## config.mk

```make
export PLATFORM = sky130hd
export DESIGN_NAME = csee_lane
export DESIGN_NICKNAME = d
export VERILOG_FILES = /design/src/rtl/gf_pkg.sv /design/src/rtl/csee_pkg.sv /design/src/rtl/csee_lane.sv
export VERILOG_INCLUDE_DIRS = /design/src /design/src/rtl
export SDC_FILE = /design/constraint.sdc
export NUM_CORES = 1
export LEC_CHECK = 0
export BUFFER_PORTS_ARGS = -buffer_cell sky130_fd_sc_hd__clkbuf_2
export CELL_PAD_IN_SITES_DETAIL_PLACEMENT = 1
export CELL_PAD_IN_SITES_GLOBAL_PLACEMENT = 1
export CORE_AREA = 2 2 200 183
export DETAILED_ROUTE_END_ITERATION = 6
export DIE_AREA = 0 0 202 185
export PLACE_DENSITY = 0.79
export SLEW_MARGIN = 25
export SYNTH_ARGS = -nofsm -noshare
export SYNTH_HDL_FRONTEND = slang
export SYNTH_SLANG_ARGS = --single-unit
export TNS_END_PERCENT = 50
```

## constraint.sdc

```tcl
create_clock -name vclk -period 15.85
set_input_delay 0 -clock vclk [all_inputs]
set_output_delay 0 -clock vclk [all_outputs]
set_load 0.1 [all_outputs]
```

## src/rtl/csee_config.svh

```systemverilog
`ifndef CSEE_CONFIG_SVH
`define CSEE_CONFIG_SVH

// Positions evaluated in parallel each step
`define CSEE_LANES 8

// Steps per codeword giving 192 positions in all
`define CSEE_STEPS 24

// Correction limit of the decoder
`define CSEE_T 2

// x^8+x^4+x^3+x^2+1 without the x^8 term
`define GF_POLY_LOW 8'h1d

`endif

```

## src/rtl/gf_pkg.sv

```systemverilog
`default_nettype none

`include "csee_config.svh"

package gf_pkg;

    typedef logic [7:0] gf_elem_t;

    // Shift and add with reduction by the field polynomial
    function automatic gf_elem_t gf_mul(input gf_elem_t a, input gf_elem_t b);
        gf_elem_t acc;
        gf_elem_t sh;
        acc = '0;
        sh  = a;
        for (int i = 0; i < 8; i++) begin
            if (b[i]) begin
                acc = acc ^ sh;
            end
            sh = {sh[6:0], 1'b0} ^ (sh[7] ? `GF_POLY_LOW : 8'h00);
        end
        return acc;
    endfunction

    // a^254 maps zero to zero
    function automatic gf_elem_t gf_inv(input gf_elem_t a);
        gf_elem_t sq;
        gf_elem_t acc;
        sq  = a;
        acc = 8'h01;
        for (int i = 1; i < 8; i++) begin
            sq  = gf_mul(sq, sq);
            acc = gf_mul(acc, sq);
        end
        return acc;
    endfunction

    function automatic gf_elem_t gf_alpha_pow(input int unsigned n);
        logic [7:0] e;
        gf_elem_t   base;
        gf_elem_t   acc;
        e    = 8'(n % 255);
        base = 8'h02;
        acc  = 8'h01;
        for (int i = 0; i < 8; i++) begin
            if (e[i]) begin
                acc = gf_mul(acc, base);
            end
            base = gf_mul(base, base);
        end
        return acc;
    endfunction

endpackage

`default_nettype wire

```

## src/rtl/csee_pkg.sv

```systemverilog
`default_nettype none

`include "csee_config.svh"

package csee_pkg;

    typedef enum logic [1:0] {
        IDLE,
        SEARCH,
        REPORT
    } csee_state_e;

    typedef struct packed {
        gf_pkg::gf_elem_t lambda0;
        gf_pkg::gf_elem_t lambda1;
        gf_pkg::gf_elem_t lambda2;
        gf_pkg::gf_elem_t omega0;
        gf_pkg::gf_elem_t omega1;
    } csee_poly_t;

    // Lane 0 sits in the low bits of flags and values
    typedef struct packed {
        logic                                     valid;
        logic [`CSEE_LANES-1:0]                   flags;
        gf_pkg::gf_elem_t [`CSEE_LANES-1:0]       values;
    } csee_step_t;

    typedef struct packed {
        logic       done;
        logic       fail;
        logic [7:0] count;
    } csee_result_t;

endpackage

`default_nettype wire

```

## src/rtl/csee_lane.sv

```systemverilog
`timescale 1ns/1ps
`default_nettype none

module csee_lane #(
    parameter int LANE = 0
) (
    input  csee_pkg::csee_poly_t poly_cur,
    output logic                 root,
    output gf_pkg::gf_elem_t     value
);
    import gf_pkg::*;

    // Each lane sits at x = alpha^(LANE+1) within the step
    localparam gf_elem_t ALPHA_X  = gf_alpha_pow(LANE + 1);
    localparam gf_elem_t ALPHA_X2 = gf_alpha_pow(2 * (LANE + 1));

    gf_elem_t l1_term;
    gf_elem_t l2_term;
    gf_elem_t o1_term;
    gf_elem_t err_val;

    assign l1_term = gf_mul(poly_cur.lambda1, ALPHA_X);
    assign l2_term = gf_mul(poly_cur.lambda2, ALPHA_X2);
    assign o1_term = gf_mul(poly_cur.omega1, ALPHA_X);

    assign root = ((poly_cur.lambda0 ^ l1_term ^ l2_term) == 8'h00);

    // Forney value is omega(x) over lambda1*x
    assign err_val = gf_mul(poly_cur.omega0 ^ o1_term, gf_inv(l1_term));
    assign value   = root ? err_val : 8'h00;

endmodule

`default_nettype wire

```

==> metrics.yaml <==
grt:
  grtUsageTotal: 0.270
  grt_pass1_wl_mm: 83.2
  antenna_found_initial: 0
  grt_max_degree: 31
  first_global_vias: 15245
  grt-ovfl-total: 0
finish:
  seq_area_um2: 0
  nFillCells: 4348
  n_antenna_cell: 0
  multi_input_area_um2: 15500
  final_layout_size_suffix_gt1_frac: 0.166
  layout.cells.non_filler: 2551
  syn_to_final_growth_pct: 11.4
  clock_buffers: 0
  nFlopsAndLatches: 0
  final_nets: 2131
logic_synthesis:
  netlist.area_leader.share: 0.218
  synth_seq_area_share: 0
  synth_area_leaders: "xnor2_1 (22%), xnor3_1 (15%), xor2_1 (7.9%)"
  yosysMostFrequentCell: "xnor2_1"
  synth_warnings: 0
  mappedNetlistArea_um2: 15700
  synth.distinct_cells: 103
  yosys.area.top_type: "xnor2_1"
  ys_top_cells_by_count: "xnor2_1 (391), nor2_1 (285), nand2_1 (205)"
  synth_nets: 2102
  syn_area_per_cell_um2: 7.67
  postSynthCellCount: 2048
route:
  drc: 0
  final_antenna_net_count: 0
  vias: 15059
  first_pass_iters: 5
  wirelength_mm: 52.1
  avgRoutedWirePerCell_um: 20.4
  drt_iter0_markers: 1046
  vias_per_cell: 5.90
hold_path:
  min_from: "poly_cur[8]"
  hold_depth: 7
  min_to: "value[0]"
  hold_path.class: "input port to primary output"
setup_path:
  cpMostUsedCell: "xnor2_1"
  critPathMaxStageDelay_ns: 0.60
  cp-start-kind: "input port"
  worstPathMaxFanout: 15
  cp-end-kind: "primary output"
  worstPathArrival_ns: 15.24
  critPathKind: "input port to primary output"
  cp.required_ns: 15.85
  slowest_stage: "xor3_2"
sta:
  worst_pin_slew_ns: 0.982
  final-setup-viol-count: 0
  layout_min_cycle_time_ns: 15.24
  setup_tns_ns: 0
  finalCritPeriodShare: 0.962
  relSlewSlack: 0.340
  hold_viol_final: 0
  fmax_mhz: 65.6
  slew_violations: 0
flow_run:
  cap_violations: 0
floorplanning:
  die_y_um: 185
  io_pins: 49
  die_w_um: 202
  rows: 66
  die-area_um2: 37400
  coreArea_um2: 35400
  start_util: 0.444
place:
  place_inst: 2524
  portBuffers: 49
  dp_hpwl_mm: 39.2
  gp_congestion: 0.902
clock_network:
  holdBufCountCts: 0
outcome:
  status: "finished clean"
-- layer usage --
layer  vias to the layer above  track usage  routed length, um
li1                       7119            -                  -
met1                      7492        0.381              24500
met2                       400        0.474              25000
met3                        48      0.00968               2180
met4                         0       0.0318                489
met5                         -            0                  0
-- cells by family (layout without fill, tap and decap cells) --
logic type	Yosys count	after routing	synth area share
and+or+nand+nor	727	727	0.210
xor gates and xnor gates	694	694	0.526
AOI/OAI and AO/OA	376	376	0.166
buffers and inverters	180	207	0.0504
muxes	57	57	0.0373
adders and majority gates	14	14	0.0111
-- worst max-delay path by stage --
stage | end | cells after the start | slack [ns] | from
after floorplan | value[2] | 65 | -0.07 | poly_cur[29]
after global placement | value[1] | 48 | -0.52 | poly_cur[31]
after detailed placement | value[0] | 48 | -0.82 | poly_cur[31]
after CTS | value[4] | 53 | 0.01 | poly_cur[31]
after global routing | value[6] | 54 | -0.08 | poly_cur[31]
final | value[6] | 54 | 0.61 | poly_cur[31]
-- placed cells by master (no fill, tap or decap), types with 18 or more instances in the layout --
| cell type | n |
|---|---|
| nor2b_1 | 22 |
| nor3_1 | 52 |
| xnor3_1 | 90 |
| clkbuf_2 | 41 |
| xnor3_2 | 18 |
| o22ai_1 | 22 |
| inv_1 | 27 |
| xnor2_1 | 362 |
| a21oi_1 | 105 |
| xnor2_2 | 40 |
| a211oi_1 | 19 |
| xor2_1 | 129 |
| o21ai_0 | 62 |
| nand3_1 | 40 |
| nor2_1 | 281 |
| buf_4 | 116 |
| nand2_1 | 204 |
| mux2i_1 | 44 |
-- critical path, delay by kind of cell --
kind	cells	cell delay (ns)
compound gates	6	1.33
xor+xnor	29	9.56
buf+inv	6	1.25
simple gates	9	1.75
fa+ha+maj	3	0.99
mux	1	0.30
-- area by class of cell --
cell class	instances	share of cell area
Inverter	38	0.00836
Multi-Input combinational cell	1868	0.883
Tap cell	476	0.0340
Timing Repair Buffer	169	0.0743
-- timing repair --
item	CTS	global route
resized for setup	19	64
endpoints found under the setup margin	8	8
gates cloned	0	0
buffers inserted	9	18
pin swaps	3	9
-- per-stage QoR --
stage	setup WS, ns	area, um2	hold WS (ns)	util
after detailed placement	-0.820	16800	0.879	0.475
after CTS	0.0114	17000	0.880	0.480
after global routing	-0.0761	17500	0.953	0.494
after floorplan	-0.0653	15700	0.667	-
final	0.609	17500	0.892	0.494
after global placement	-0.525	16800	0.869	0.474
Power is not shown: default switching activity piles up to over one toggle a cycle in this logic, so the estimate is an artifact.
