`src/rtl/csee_config.svh`:
```
`ifndef CSEE_CONFIG_SVH
`define CSEE_CONFIG_SVH

// Positions evaluated in parallel each step
`define CSEE_LANES 8

// Steps per codeword giving 192 positions in all
`define CSEE_STEPS 24

// Correction limit of the decoder
`define CSEE_T 2

// x^8+x^4+x^3+x^2+1 without the x^8 term
`define GF_POLY_LOW 8'h1d

`endif

```
`src/rtl/gf_pkg.sv`:
```
`default_nettype none

`include "csee_config.svh"

package gf_pkg;

    typedef logic [7:0] gf_elem_t;

    // Shift and add with reduction by the field polynomial
    function automatic gf_elem_t gf_mul(input gf_elem_t a, input gf_elem_t b);
        gf_elem_t acc;
        gf_elem_t sh;
        acc = '0;
        sh  = a;
        for (int i = 0; i < 8; i++) begin
            if (b[i]) begin
                acc = acc ^ sh;
            end
            sh = {sh[6:0], 1'b0} ^ (sh[7] ? `GF_POLY_LOW : 8'h00);
        end
        return acc;
    endfunction

    // a^254 maps zero to zero
    function automatic gf_elem_t gf_inv(input gf_elem_t a);
        gf_elem_t sq;
        gf_elem_t acc;
        sq  = a;
        acc = 8'h01;
        for (int i = 1; i < 8; i++) begin
            sq  = gf_mul(sq, sq);
            acc = gf_mul(acc, sq);
        end
        return acc;
    endfunction

    function automatic gf_elem_t gf_alpha_pow(input int unsigned n);
        logic [7:0] e;
        gf_elem_t   base;
        gf_elem_t   acc;
        e    = 8'(n % 255);
        base = 8'h02;
        acc  = 8'h01;
        for (int i = 0; i < 8; i++) begin
            if (e[i]) begin
                acc = gf_mul(acc, base);
            end
            base = gf_mul(base, base);
        end
        return acc;
    endfunction

endpackage

`default_nettype wire

```
`src/rtl/csee_pkg.sv`:
```
`default_nettype none

`include "csee_config.svh"

package csee_pkg;

    typedef enum logic [1:0] {
        IDLE,
        SEARCH,
        REPORT
    } csee_state_e;

    typedef struct packed {
        gf_pkg::gf_elem_t lambda0;
        gf_pkg::gf_elem_t lambda1;
        gf_pkg::gf_elem_t lambda2;
        gf_pkg::gf_elem_t omega0;
        gf_pkg::gf_elem_t omega1;
    } csee_poly_t;

    // Lane 0 sits in the low bits of flags and values
    typedef struct packed {
        logic                                     valid;
        logic [`CSEE_LANES-1:0]                   flags;
        gf_pkg::gf_elem_t [`CSEE_LANES-1:0]       values;
    } csee_step_t;

    typedef struct packed {
        logic       done;
        logic       fail;
        logic [7:0] count;
    } csee_result_t;

endpackage

`default_nettype wire

```
`src/rtl/csee_error_tally.sv`:
```
`timescale 1ns/1ps
`default_nettype none

`include "csee_config.svh"

module csee_error_tally (
    input  logic                   clk,
    input  logic                   rstn,
    input  logic                   load,
    input  csee_pkg::csee_step_t   step,
    input  logic                   report,
    output csee_pkg::csee_result_t result
);

    logic [3:0] hits;
    logic [7:0] count_q;
    logic [7:0] count_next;
    logic       fail_q;

    always_comb begin
        hits = '0;
        for (int i = 0; i < `CSEE_LANES; i++) begin
            hits = hits + 4'(step.flags[i]);
        end
    end

    assign count_next = count_q + 8'(hits);

    ////////////////////////////////////////
    // Running count and verdict
    ////////////////////////////////////////

    always_ff @(posedge clk or negedge rstn) begin
        if (!rstn) begin
            count_q <= '0;
            fail_q  <= 1'b0;
        end else if (load) begin
            count_q <= '0;
            fail_q  <= 1'b0;
        end else if (step.valid) begin
            count_q <= count_next;
            // Settles on the last step before the report cycle
            fail_q  <= (count_next == 8'd0) || (count_next > 8'(`CSEE_T));
        end
    end

    assign result.done  = report;
    assign result.fail  = fail_q;
    assign result.count = count_q;

endmodule

`default_nettype wire

```
`config.mk`:
```
export PLATFORM = sky130hd
export DESIGN_NAME = csee_error_tally
export DESIGN_NICKNAME = d
export VERILOG_FILES = /design/src/rtl/gf_pkg.sv /design/src/rtl/csee_pkg.sv /design/src/rtl/csee_error_tally.sv
export VERILOG_INCLUDE_DIRS = /design/src /design/src/rtl
export SDC_FILE = /design/constraint.sdc
export NUM_CORES = 1
export LEC_CHECK = 0
export ABC_AREA = 1
export BUFFER_PORTS_ARGS = -buffer_cell sky130_fd_sc_hd__buf_2
export CAP_MARGIN = 40
export CORE_ASPECT_RATIO = 1.4
export CORE_MARGIN = 2
export CORE_UTILIZATION = 30
export DETAILED_ROUTE_END_ITERATION = 16
export PLACE_DENSITY_LB_ADDON = 0.2
export RECOVER_POWER = 25
export SETUP_SLACK_MARGIN = 0.5
export SKIP_LAST_GASP = 1
export SYNTH_ARGS = -nofsm -noshare
export SYNTH_HDL_FRONTEND = slang
export SYNTH_SLANG_ARGS = --single-unit
```
`constraint.sdc`:
```
create_clock -name clk -period 2.9 [get_ports clk]
set_input_delay 0.87 -clock clk [delete_from_list [all_inputs] [get_ports clk]]
set_output_delay 0.87 -clock clk [all_outputs]
set_load 0.05 [all_outputs]
```
==> run summary <==
status -> finished with violations
failing checks -> negative setup slack
CP Launch Type -> primary input
Initial DRC Count -> 11
die width -> 47.3 um
DR vias/cell -> 4.40
Main synth FF type -> dfrtp_1
RSZ-0062 raised after global routing -> yes
Worst-path clk slew -> 0.06 ns
vias in the first global route -> 701
top-count cell post-synth -> nand2_1
crit path max fanout -> 2
Root Driver -> clkbuf_4
met2 WL post-DR -> 937 um
HP Class -> register to register
CTS H-tree depth -> 1
Die H -> 64.6 um
Sink Count -> 9
Fin. Hold Viols -> 0
Worst Skew -> 0.00128 ns
met1 wire length -> 693 um
Top Layer Used -> met4
Placed Area -> 993 um^2
clk_lat worst skew -> 0.26 ns
Ports -> 87
Post-synth EDFFs -> 0
share of the synthesized area in the top cell type -> 28.6%
static leakage -> 0.593 nW
Crit path buffers/inverters -> 4
actual slew at the worst max-slew pin -> 0.473 ns
largest net degree at the start of global routing -> 10
I/O Buffers -> 20
first-pass detailed-route iteration total -> 4
CTS tree -> built
Initial Utilization -> 30.7%
Fmax -> 260 MHz
CTS Hold Bufs -> 0
Worst VDD drop -> 0.488 mV
Placed Cells -> 167
Seq/Total Area, Yosys -> 28.6%
Synth area leaders -> dfrtp_1, nand2_1, fa_1, inv_1, ha_1
Syn Inst Count -> 105
critical path, cell by cell -> buf_6, fa_1, inv_1, fa_1, fa_1, inv_1, fa_2, inv_2, fa_2, or2_4, a21oi_2, nand3_1, nor2_1, nand2_1, nand2_1, nand2_1
Largest stage delay, worst path -> 0.52 ns
crit path DAT -> 4.01 ns
cts bufs inserted -> 3
max cap viols -> 0
Synth cell types -> 18
fin nets -> 227
syn nets -> 193
Area Growth Syn to Fin -> 38.3%
Clock Path Buffers -> 2
Final period util -> 133%
commonest cells in the netlist -> nand2_1, inv_1, dfrtp_1, nand3_1
post-route setup slack -> -0.949 ns
antenna violations before repair -> 0
post-route ant nets -> 0
Synth warnings -> 0
Final Cell Area -> 1090 um^2
crit end category -> register
layout cells sized above 1 -> 39.9%
total core area -> 2560 um^2
Async S/R FF share, synth -> 100%
syn_area_per_cell -> 7.50 um^2
gpl congestion -> 0.798
total track usage -> 12.4%
Max Slew Vio Count -> 0
antenna cells -> 0
std cell rows -> 22
critical path class -> primary input to register
slew margin rel. -> 68.4%
crit path max-delay cell type -> fa_1
dpl hpwl -> 1470 um
final setup violation count -> 9
min Tclk post-route -> 3.85 ns
via count -> 766
Mapped Area -> 787 um^2
DR WL met3 -> 93 um
DIE AREA -> 3050 um^2
final core utilization -> 42.5%
non-filler cells, final -> 174
WL per Instance -> 10.1 um
WL final -> 1760 um
Pwr Density -> 1020 nW/um^2
Worst Path Required -> 3.06 ns
Post-route DRC -> 0
Yosys reg bits -> 9
GR Overflow Total -> 0
CP delay by family, top -> adder cells
Overall Power -> 1.11 mW
Synth area leader -> dfrtp_1
first-pass GRT wire length -> 2770 um
[worst reg2reg max path, delay by kind of cell, from the launching register on]
family	cells	cell delay [ns]
simple gates	6	0.55
flops	1	0.38
fa+ha+maj	4	1.70
compound gates	1	0.11
buf+inv	3	0.22
[cells in the final DEF, fill, tap and decap left out, types with 3 or more instances in the layout]
| cell | synthesis | layout |
|---|---|---|
| buf_2 | 0 | 18 |
| nor2_1 | 6 | 6 |
| nand2_2 | 1 | 7 |
| nand2_1 | 29 | 23 |
| o21ai_1 | 0 | 4 |
| nand3_2 | 2 | 4 |
| nand3_1 | 9 | 7 |
| ha_1 | 6 | 6 |
| clkbuf_4 | 0 | 3 |
| buf_4 | 2 | 11 |
| dfrtp_1 | 9 | 9 |
| inv_1 | 21 | 19 |
| fa_1 | 5 | 3 |
[logic make-up after synthesis]
| family | count (synthesis) | synth area share (%) |
|---|---|---|
| AND/OR/NAND/NOR | 50 | 28.5 |
| buffers and inverters | 23 | 11.9 |
| AO/OA/AOI/OAI | 11 | 7.63 |
| adder cells (fa/ha/maj) | 11 | 22.3 |
| flip-flops | 9 | 28.6 |
| XOR/XNOR | 1 | 1.11 |
[final timing paths]
path                                        startpoint                endpoint  slack [ns]  cells past startpoint
worst max-delay path                          step[64]      fail_q$_DFFE_PN0P_       -0.95                     16
worst min-delay path                fail_q$_DFFE_PN0P_      fail_q$_DFFE_PN0P_        0.48                      2
worst max register to register  count_q[0]$_DFFE_PN0P_      fail_q$_DFFE_PN0P_       -0.15                     14
worst min register to register      fail_q$_DFFE_PN0P_      fail_q$_DFFE_PN0P_        0.48                      2
max in group asynchronous                         rstn  count_q[2]$_DFFE_PN0P_        2.05                      1
min in group asynchronous                         rstn  count_q[5]$_DFFE_PN0P_        0.53                      1
[per-stage QoR]
| step | setup WS, ns | TNS (ns) | hold WS [ns] |
|---|---|---|---|
| 6_report | -0.949 | -4.88 | 0.481 |
| 2_1_floorplan | -1.08 | -5.39 | 0.450 |
| 3_3_place_gp | -1.25 | -7.74 | 0.461 |
| 5_1_grt | -1.11 | -5.91 | 0.546 |
| 3_5_place_dp | -1.28 | -7.92 | 0.470 |
| 4_1_cts | -0.959 | -4.99 | 0.448 |
[metal layers]
layer	global-route usage (%)	vias up
li1	-	391
met1	15.3	350
met2	20.4	20
met3	1.11	5
met4	6.25	0
met5	0	-
[layout make-up]
cell class              instances  area (um^2)
fillers                       273         1470
multi-input cells              73          526
flip-flops and latches          9          225
repair buffers                 31          188
inverters                      21         78.8
well taps                      36         45.0
clock buffers                   4         26.3
[power by group]
| part | switching [mW] | internal [mW] |
|---|---|---|
| logic | 0.430 | 0.405 |
| clock network | 0.0455 | 0.0531 |
| registers | 0.0246 | 0.154 |
[what timing repair did]
| item | CTS | global route |
|---|---|---|
| setup endpoints to repair | 9 | 9 |
| gates resized for setup | 13 | 3 |
| pin swaps | 11 | 6 |
| buffers inserted | 3 | 0 |
[sequential cells by signal, summed over array words and instances, names as in the netlist]
signal   flops
fail_q       1
count_q      8
No activity file was read; power rests on OpenSTA's default activity.
