`src/rtl/csee_config.svh`:
```
`ifndef CSEE_CONFIG_SVH
`define CSEE_CONFIG_SVH

// Positions evaluated in parallel each step
`define CSEE_LANES 8

// Steps per codeword giving 192 positions in all
`define CSEE_STEPS 24

// Correction limit of the decoder
`define CSEE_T 2

// x^8+x^4+x^3+x^2+1 without the x^8 term
`define GF_POLY_LOW 8'h1d

`endif

```
`src/rtl/csee_step_counter.sv`:
```
`timescale 1ns/1ps
`default_nettype none

`include "csee_config.svh"

module csee_step_counter (
    input  logic clk,
    input  logic rstn,
    input  logic load,
    input  logic advance,
    output logic last_step
);

    logic [4:0] step_cnt;

    always_ff @(posedge clk or negedge rstn) begin
        if (!rstn) begin
            step_cnt <= '0;
        end else if (load) begin
            step_cnt <= '0;
        end else if (advance) begin
            step_cnt <= step_cnt + 5'd1;
        end
    end

    assign last_step = (step_cnt == 5'(`CSEE_STEPS - 1));

endmodule

`default_nettype wire

```
`config.mk`:
```
export PLATFORM = sky130hd
export DESIGN_NAME = csee_step_counter
export DESIGN_NICKNAME = d
export VERILOG_FILES = /design/src/rtl/csee_step_counter.sv
export VERILOG_INCLUDE_DIRS = /design/src /design/src/rtl
export SDC_FILE = /design/constraint.sdc
export NUM_CORES = 1
export LEC_CHECK = 0
export ABC_AREA = 1
export BUFFER_PORTS_ARGS = -buffer_cell sky130_fd_sc_hd__buf_2
export CAP_MARGIN = 10
export CORE_AREA = 2 2 39 41
export DETAILED_ROUTE_END_ITERATION = 6
export DIE_AREA = 0 0 41 43
export PLACE_DENSITY = 0.47
export SLEW_MARGIN = 5
export SYNTH_ARGS = -nofsm -noshare
export SYNTH_HDL_FRONTEND = slang
export SYNTH_SLANG_ARGS = --single-unit
```
`constraint.sdc`:
```
create_clock -name clk -period 1.2 [get_ports clk]
set_input_delay 0.06 -clock clk [delete_from_list [all_inputs] [get_ports clk]]
set_output_delay 0.06 -clock clk [all_outputs]
set_load 0.01 [all_outputs]
```
==> results of run 1 <==
## logic make-up after synthesis
kind of cell / Yosys count / share of synthesized area
simple gates: 16 / 0.310
compound gates: 5 / 0.0926
flops: 5 / 0.463
buf+inv: 4 / 0.0556
xor+xnor: 1 / 0.0324
fa+ha+maj: 1 / 0.0463
## cell type report
type,instances,area (um2)
Sequential cell,5,125
Inverter,4,15.0
Timing Repair Buffer,7,47.5
Multi-Input combinational cell,23,148
Fill cell,155,1000
Clock buffer,4,26.3
Tap cell,16,20.0
## where the power goes
| part | switching, mW | leakage, nW | internal (mW) | total (mW) |
|---|---|---|---|---|
| Combinational | 0.0245 | 0.0967 | 0.0263 | 0.0508 |
| Sequential | 0.00950 | 0.0683 | 0.177 | 0.186 |
| Clock | 0.0598 | 0.0150 | 0.125 | 0.185 |
| Total | 0.0938 | 0.180 | 0.328 | 0.422 |
## per-stage QoR
| stage | setup TNS, ns | hold WS (ns) | util | setup WS [ns] |
|---|---|---|---|---|
| floorplan | 0 | -0.236 | - | 0.201 |
| global placement | 0 | -0.121 | 0.224 | 0.140 |
| detailed placement | 0 | -0.122 | 0.224 | 0.139 |
| CTS | 0 | 0.126 | 0.259 | 0.00946 |
| global route | -0.00591 | 0.172 | 0.276 | -0.00591 |
| finish | 0 | 0.131 | 0.276 | 0.0465 |
## worst min path at each step
stage	end	depth (start not counted)	slack [ns]	from
2_1_floorplan	step_cnt[0]	0	-0.24	rstn
3_3_place_gp	step_cnt[0]	1	-0.12	rstn
3_5_place_dp	step_cnt[0]	1	-0.12	rstn
4_1_cts	step_cnt[0]	3	0.13	advance
5_1_grt	step_cnt[0]	3	0.17	advance
6_report	step_cnt[1]	3	0.13	advance
## cell usage after synthesis
cell type / instances / area share
dfrtp_1: 5 / 0.46
nor2_1: 5 / 0.069
nand2_1: 4 / 0.056
a21oi_1: 3 / 0.056
nand3_1: 3 / 0.056
inv_1: 2 / 0.028
inv_2: 2 / 0.028
o21ai_0: 2 / 0.037
ha_1: 1 / 0.046
nand2_2: 1 / 0.023
nand2_4: 1 / 0.042
nor2_2: 1 / 0.023
nor2_4: 1 / 0.042
xnor2_1: 1 / 0.032
## critical path, stage by stage (launching register included)
cell and delay, ns:
dfrtp_1 0.42, ha_4 0.17, nand2_4 0.05, nor2_1 0.09, buf_2 0.13
## timing repair
item,in CTS,in global routing
pin swaps,0,1
endpoints found under the hold margin,6,0
gates resized for setup,1,2
setup endpoints to repair,1,1
setup buffers,0,1
hold buffers,2,0
## metal layers
layer	vias to the layer above	wire, um	share of wire	GRT usage
met2	2	255	0.51	0.100
met5	-	0	0	0
met4	0	8	0.016	0.100
met3	2	19	0.038	0.0157
met1	101	213	0.43	0.0954
li1	124	-	-	-
==> results.md, run 1 <==
- Result of the run: complete, no violations
- Fmax: 867 MHz
- Internal reg-to-reg setup slack: between 0.15 and 0.2 ns
- Overall power: roughly 0.42 mW
- Largest registers ranked by flip-flop count: step_cnt (5)
- Layout area overhead: 41.2%
- Actual slew at the worst max-slew pin: 0.160 ns
- Worst reg2reg path startpoint: step_cnt[0]
- Area of all placed cells without fillers: about 380 um2
- Fraction of final layout cells with drive strength greater than 1: 0.349
- Max-cap check violation count: 0
- Ant diodes: 0
- Hold Fails Final Rpt: 0
- Data required time at the worst endpoint: approximately 1.1 ns
- Number of top-level pins: 5
- Post-Route WL: 497 um
- Critical path launch point: step_cnt[0]
- Count of H-tree levels built during CTS: 1
- Top library cells by usage in the layout, fill and taps aside: 5 x nor2_1, 5 x dfrtp_1, 4 x nand2_1, 4 x buf_2
- Number of flip-flops under the largest register name: 5
- Area of the placeable core: roughly 1400 um2
- Average wire length per cell after detail routing: ~8.4 um
- Worst skew pair latency: around 0.23 ns
- Area of the mapped netlist: between 200 and 300 um2
- Dpl cells: 52
- Number of design rule violations left after detail routing: 0
- Maximum clock skew at final layout: ~0.00078 ns
- Number of sinks on the clock net: 5
- Iteration-0 DRC Markers: 3
- Seq/Total Area, Yosys: 0.463
- Half-perimeter wire length of the detailed placement result: 386 um
- Period utilisation layout: 0.961
- Area of the die: approximately 1800 um2
- CP endpoint kind: output port
- Mean instance size in the synthesized netlist: approximately 8.4 um2
- Post-synth cell types: 14
- Number of global-route vias before repair: between 200 and 250
- Number of port buffers: 4
- Warning count from the yosys run: 0
- Worst flop-to-flop path endpoint: step_cnt[4]
- Power Density: about 1100 nW/um2
- Maximum number of pins on one net before global-route repair: 7
- Largest fanout on the critical path: 3
- Total placed instance area: slightly above 300 um2
- Total via count in the routed design: 229
- Chip height: around 43 um
- Total Routing Usage GR: 0.0799
- First-pass GRT wire length: 876 um
- Initial antenna violation count: 0
- Headroom to the max-slew limit: 0.892
- Synthesized instance count: 32
- Clock buffers created by TritonCTS: 3
- Final RePlAce weighted congestion: 0.644
- Synth Net Count: 37
- Final setup violation count: 0
- Biggest register: step_cnt
- Effective utilization at floorplan: 0.195
- Overflow left after global routing: 0
- Fin nets: slightly below 50
- Kind of launch point of the worst setup path: flop
- CTS tree: done
- Cells on worst reg2reg path: 5
- Total count of max-transition violations in the final report: 0
- WP data arrival: about 1.1 ns
- P_leak: around 0.18 nW
- Die X-Extent: ~40 um
- Clk pin slew, worst setup/hold paths: ~0.040 ns
- Capturing instance or port of the critical path: last_step
- Number of routed nets with antenna violations: 0
- Final instance count without filler cells: 59
- Worst-case clock buffer depth: 2
- Classification of the worst setup path: flop to output port
- Min Tclk post-route: approximately 1.2 ns
- Number of cell rows: 14
- Clock root cell: clkbuf_4
- Worst min path class: primary input to flop
- First-pass detailed-route iteration total: 4
- Register bit total from synthesis: 5
- Peak supply drop: 413 uV
- Vias per inst: between 3 and 4
No activity file was read; power rests on OpenSTA's default activity.
==> run 2: changes to the inputs <==
--- a/config.mk
+++ b/config.mk
@@ -10,6 +10,7 @@
 export BUFFER_PORTS_ARGS = -buffer_cell sky130_fd_sc_hd__buf_2
 export CAP_MARGIN = 10
 export CORE_AREA = 2 2 39 41
+export CTS_BUF_LIST = sky130_fd_sc_hd__clkbuf_8
 export DETAILED_ROUTE_END_ITERATION = 6
 export DIE_AREA = 0 0 41 43
 export PLACE_DENSITY = 0.47
==> constraint.sdc (replaced) <==
create_clock -name clk -period 1.5 [get_ports clk]
set_input_delay 0.075 -clock clk [delete_from_list [all_inputs] [get_ports clk]]
set_output_delay 0.075 -clock clk [all_outputs]
set_load 0.01 [all_outputs]
==> run 2 against run 1 <==
Utilization down 1.2 points. Non-clock buffer count shrank 2. Largest power group is now clock. Power fell by 2.3%. Final area decreased by 4.3%. Largest cell class unchanged. Critical endpoint unchanged. Clock skew shrank 0.00058 ns.
==> results.md, run 2 (synthesis results as in run 1) <==
- Top library cells by usage in the layout, fill and taps aside: 5 x nor2_1, 5 x dfrtp_1, 4 x nand2_1, 4 x buf_2
- Capturing instance or port of the critical path: last_step
- Internal reg-to-reg setup slack: ~0.45 ns
- Top metal layer carrying routed signals: met3
- Worst min path class: primary input to flop
- Clk pin slew, worst setup/hold paths: roughly 0.03 ns
- Die X-Extent: 41 um
- Headroom to the max-slew limit: 0.901
- Dpl cells: 52
- Met1 WL: approximately 190 um
- Hold Fails Final Rpt: 0
- P_leak: 0.169 nW
- CP endpoint kind: output port
- Worst reg2reg path startpoint: step_cnt[0]
- Post-cts resize count: 0
- Number of port buffers: 4
- Sum of met3 wire segment lengths after detailed routing: approximately 20 um
- Number of sinks on the clock net: 5
- Peak supply drop: ~440 uV
- Ant diodes: 0
- Post-Route WL: between 400 and 500 um
- Number of cell rows: 14
- Critical path launch point: step_cnt[0]
- Min Tclk post-route: around 1.2 ns
- Max-cap check violation count: 0
- Number of routed nets with antenna violations: 0
- Number of top-level pins: 5
- Data required time at the worst endpoint: between 1 and 1.5 ns
- Iteration-0 DRC Markers: 1
- Total via count in the routed design: 219
- Cells on worst reg2reg path: 5
- Biggest register: step_cnt
- Kind of launch point of the worst setup path: flop
- Fraction of the core area covered by cells at the end of the flow: 0.264
- Total length of routed met2 wires: approximately 230 um
- Maximum clock skew at final layout: between 0.0002 and 0.00025 ns
- Chip height: around 43 um
- Total count of max-transition violations in the final report: 0
- Total placed instance area: 310 um2
- Total Routing Usage GR: 0.0808
- Final RePlAce weighted congestion: between 0.6 and 0.7
- Number of design rule violations left after detail routing: 0
- Final setup violation count: 0
- Half-perimeter wire length of the detailed placement result: 380 um
- Initial antenna violation count: 0
- Area of the die: between 1500 and 2000 um2
- Period utilisation layout: 0.799
- Clock buffers created by TritonCTS: 3
- Overflow left after global routing: 0
- Layout area overhead: 35.2%
- Vias per inst: a little under 4
- Fmax: 835 MHz
- Average wire length per cell after detail routing: 7.74 um
- Worst flop-to-flop path endpoint: step_cnt[4]
- First-pass detailed-route iteration total: 2
- Largest registers ranked by flip-flop count: step_cnt (5)
- Actual slew at the worst max-slew pin: 0.147 ns
- Effective utilization at floorplan: 0.195
- Worst-case clock buffer depth: 2
- Final instance count without filler cells: between 50 and 60
- CTS tree: done
- Count of H-tree levels built during CTS: 1
- WP data arrival: 1.12 ns
- Setup repair after global routing missed its margin: no
- Quantity of hold-fixing buffers added after cts: 1
- Summed negative setup slack over all endpoints: 0 ns
- Fraction of final layout cells with drive strength greater than 1: 0.317
- Number of global-route vias before repair: 239
- Result of the run: complete, no violations
- Number of flip-flops under the largest register name: 5
- Power Density: around 1100 nW/um2
- Area of the placeable core: approximately 1400 um2
- Classification of the worst setup path: flop to output port
- Clock root cell: clkbuf_8
- Largest fanout on the critical path: 3
- Fin nets: 47
- Number of buffers inserted by post-CTS setup repair: 0
- Worst skew pair latency: 0.22 ns
- First-pass GRT wire length: about 840 um
- Maximum number of pins on one net before global-route repair: 7
- Area of all placed cells without fillers: 365 um2
run 2: cell count changes in the layout (fill, tap and decap cells not counted), sizes merged:
cell	delta
dlygate4sd3	-1
inv	+1
buf	-1
clkbuf	-1
run 2: worst min-delay path by stage:
stage | start | endpoint | slack [ns] | cells past startpoint
after floorplan | rstn | step_cnt[0] | -0.22 | 0
after global placement | rstn | step_cnt[0] | -0.11 | 1
after detailed placement | rstn | step_cnt[0] | -0.11 | 1
after CTS | load | step_cnt[0] | 0.03 | 2
after global routing | load | step_cnt[0] | 0.05 | 2
final | load | step_cnt[0] | 0.03 | 2
run 2: power breakdown:
part / switching [mW] / internal [mW] / total (mW) / leakage (nW)
clock: 0.0594 / 0.175 / 0.234 / 0.0269
combinational: 0.0179 / 0.0138 / 0.0317 / 0.0740
sequential: 0.00450 / 0.142 / 0.146 / 0.0683
run 2: stage by stage:
stage	worst slack [ns]	hold slack [ns]	total power, mW
after floorplan	0.501	-0.221	0.166
after global routing	0.207	0.0473	0.441
after detailed placement	0.443	-0.105	0.178
after CTS	0.287	0.0314	0.421
after global placement	0.459	-0.107	0.178
final	0.302	0.0340	0.412
run 2: layer usage:
| layer | vias to the layer above | GRT usage |
|---|---|---|
| met2 | 2 | 0.119 |
| met5 | - | 0 |
| met3 | 0 | 0.0314 |
| li1 | 121 | - |
| met4 | 0 | 0.100 |
| met1 | 96 | 0.0689 |
run 2: layout make-up:
cell class,count,area [um2]
Clock buffer,3,41.3
Clock inverter,1,3.75
Fill cell,151,1020
Inverter,4,15.0
Multi-Input combinational cell,23,130
Sequential cell,5,125
Tap cell,16,20.0
Timing Repair Buffer,5,30.0
run 2: worst max-delay path, stage by stage (launching register included):
cell	delay, ns
dfrtp_1	0.39
ha_1	0.23
nand2_2	0.10
nor2_1	0.05
buf_2	0.13
==> run 3: changes to the inputs <==
--- a/config.mk
+++ b/config.mk
@@ -6,7 +6,7 @@
 export SDC_FILE = /design/constraint.sdc
 export NUM_CORES = 1
 export LEC_CHECK = 0
-export ABC_AREA = 1
+export ABC_AREA = 0
 export BUFFER_PORTS_ARGS = -buffer_cell sky130_fd_sc_hd__buf_2
 export CAP_MARGIN = 10
 export CORE_AREA = 2 2 39 41
==> constraint.sdc (replaced) <==
create_clock -name clk -period 1.2 [get_ports clk]
set_input_delay 0.06 -clock clk [delete_from_list [all_inputs] [get_ports clk]]
set_output_delay 0.06 -clock clk [all_outputs]
set_load 0.01 [all_outputs]
==> run 3 against run 2 <==
The run now ends with negative setup slack left. Synthesized area shrank 2.8%. Wire length increased by 25%. Count of clock-buffer cells in the layout unchanged. Sequential power increased by 24%. Clock skew grew 0.0035 ns. First-iteration DRC count grew 100%. Critical path depth stayed put. Via count decreased by 1.8%. Global-route usage rose by 0.29 points. Hold slack better by 0.042 ns. Critical path type unchanged. Largest power group unchanged.
==> results.md, run 3 <==
- Worst Hold Margin: 0.0760 ns
- Violations in the final reports: negative setup slack
- Slowest cell delay on critical path: 0.37 ns
- Internal reg-to-reg setup slack: -0.02 ns
- Warning count from the yosys run: 0
- Actual slew at the worst max-slew pin: roughly 0.14 ns
- Kind of launch point of the worst setup path: flop
- Total placed instance area: approximately 310 um2
- Ant diodes: 0
- Power Density: ~1300 nW/um2
- Fraction of the core area covered by cells at the end of the flow: 0.293
- Xor/xnor cell area share of the yosys netlist: 0.0333
- Crit path setup slack, layout: -0.0348 ns
- Register bit total from synthesis: 5
- Cell-by-cell trace of the critical path: ha_2 -> buf_6 -> and4b_1 -> buf_2
- Clk pin slew, worst setup/hold paths: around 0.04 ns
- Final RePlAce weighted congestion: between 0.6 and 0.7
- Max-cap check violation count: 0
- Largest registers ranked by flip-flop count: step_cnt (5)
- Pre-CTS setup slack: between 0.08 and 0.09 ns
- Number of port buffers: 4
- Mean instance size in the synthesized netlist: 11.4 um2
- First-pass detailed-route iteration total: 2
- Min Tclk post-route: 1.23 ns
- Simple-gate share of the synthesized area: 0.219
- Total via count in the routed design: ~220
- Clock buffers created by TritonCTS: 3
- Maximum clock skew at final layout: between 0.003 and 0.004 ns
- Number of sinks on the clock net: 5
- Final instance count without filler cells: 53
- Final setup violation count: 2
- P_leak: 0.204 nW
- Result of the run: complete, but fails checks
- Initial antenna violation count: 0
- Chip height: 43 um
- CP endpoint kind: output port
- Area share of the largest cell type after synthesis: 0.476
- Layout area overhead: 54.3%
- Dpl cells: 44
- Critical-path cell with the highest stage delay: dfrtp_1
- Fmax: around 810 MHz
- Number of top-level pins: 5
- Effective utilization at floorplan: 0.190
- Largest family of logic cells by synthesized area: simple AND/OR/NAND/NOR gates
- Fin nets: 43
- Number of design rule violations left after detail routing: 0
- Number of routed nets with antenna violations: 0
- Area of all placed cells without fillers: slightly above 400 um2
- Area of the placeable core: 1380 um2
- Proportion of synthesized area in mux cells: 0.138
- Worst min path class: primary input to flop
- Worst skew pair latency: ~0.22 ns
- Worst-case clock buffer depth: 2
- Total count of max-transition violations in the final report: 0
- Area of the die: 1760 um2
- Area of the mapped netlist: between 200 and 300 um2
- Cell taking the most area after synthesis: dfrtp_1
- Adder-cell area share of the yosys netlist: 0.0476
- Number of cell rows: 14
- Period utilisation layout: 1.03
- Biggest register: step_cnt
- Total Routing Usage GR: 0.0838
- Compound-Gate Fraction of Synth Area: 0.0571
- CTS tree: done
- Top library cells by usage in the layout, fill and taps aside: 5 x buf_4, 5 x dfrtp_1, 4 x nor2_1, 4 x buf_2, 3 x clkbuf_8
- Die X-Extent: between 40 and 50 um
- Number of global-route vias before repair: around 240
- Count of H-tree levels built during CTS: 1
- Classification of the worst setup path: flop to output port
- Number of enable-type register cells in the synthesized netlist: 0
- Iteration-0 DRC Markers: 2
- Post-Route WL: approximately 550 um
- Maximum number of pins on one net before global-route repair: 8
- Number of flip-flops under the largest register name: 5
- WP data arrival: approximately 1.2 ns
- Async SR Flop Fraction: 1.00
- Hold Fails Final Rpt: 0
- Primary flip-flop cell chosen by synthesis mapping: dfrtp_1
- Fraction of final layout cells with drive strength greater than 1: 0.432
- Largest fanout on the critical path: 2
- Clock root cell: clkbuf_8
- Synthesized instance count: 23
- Overall power: approximately 0.54 mW
- Seq/Total Area, Yosys: 0.476
- Vias per inst: roughly 4.1
- Synth Net Count: 28
- Overflow left after global routing: 0
- Most frequent cell after synthesis: dfrtp_1
- Setup repair after global routing missed its margin: yes
- Average wire length per cell after detail routing: around 10 um
- Leading post-synthesis cells by instance count: 5 x dfrtp_1, 4 x nor2_1, 2 x nand4_1, 2 x nor2b_1
- First-pass GRT wire length: slightly above 900 um
- Peak supply drop: roughly 670 uV
- Data required time at the worst endpoint: around 1.1 ns
- Headroom to the max-slew limit: 0.907
- Summed negative setup slack over all endpoints: -0.0526 ns
- Dominant cells by area after synthesis: dfrtp_1 48%, mux2_4 5.7%, nor2_1 5.7%
- Post-synth cell types: 14
==> run 3: final cells by class <==
cell class                 instances  area [um2]
tap                               16        20.0
sequential                         5         125
fill                             157         978
timing repair buffer              11        78.8
multi-input combinational         17         136
clock buffer                       3        41.3
clock inverter                     1        3.75
==> run 3: logic make-up after synthesis <==
group	after synthesis
xor gates and xnor gates	1
adders and majority gates	1
DFF	5
and+or+nand+nor	10
muxes	3
buffers and inverters	1
AOI/OAI and AO/OA	2
==> run 3: what timing repair did <==
| item | 4_1_cts | 5_1_grt |
|---|---|---|
| setup buffers | 4 | 0 |
| pin swaps | 1 | 1 |
| endpoints found under the setup margin | 1 | 3 |
| hold endpoints to repair | 5 | 0 |
| cloned | 0 | 0 |
| hold buffers | 1 | 0 |
| resized for setup | 2 | 1 |
==> run 3: report_power, final <==
group          leakage, nW  internal, mW  switching, mW
combinational        0.109        0.0335         0.0253
sequential          0.0683         0.177        0.00462
clock               0.0269         0.219         0.0783
total                0.204         0.429          0.108
==> run 3: worst paths after layout <==
check,startpoint,end,cells past startpoint
max,step_cnt[0],last_step,4
min,load,step_cnt[2],2
max reg2reg,step_cnt[0],step_cnt[4],4
min reg2reg,step_cnt[3],step_cnt[3],2
max in group asynchronous,rstn,step_cnt[1],2
min in group asynchronous,rstn,step_cnt[2],2
==> run 3: per-layer routing <==
layer  GRT usage  up-vias  share of wire  routed length, um
met3      0.0838        0           0.11                 61
met4      0.0200        0              0                  0
met5           0        -              0                  0
met2       0.131        7           0.48                265
li1            -      109              -                  -
met1      0.0719       99           0.41                226
==> run 3: worst max-delay path, delay by kind of cell, from the launching register on <==
family / cells / cell delay, ns
simple gates: 1 / 0.15
fa+ha+maj: 1 / 0.20
buf+inv: 2 / 0.24
flops: 1 / 0.37
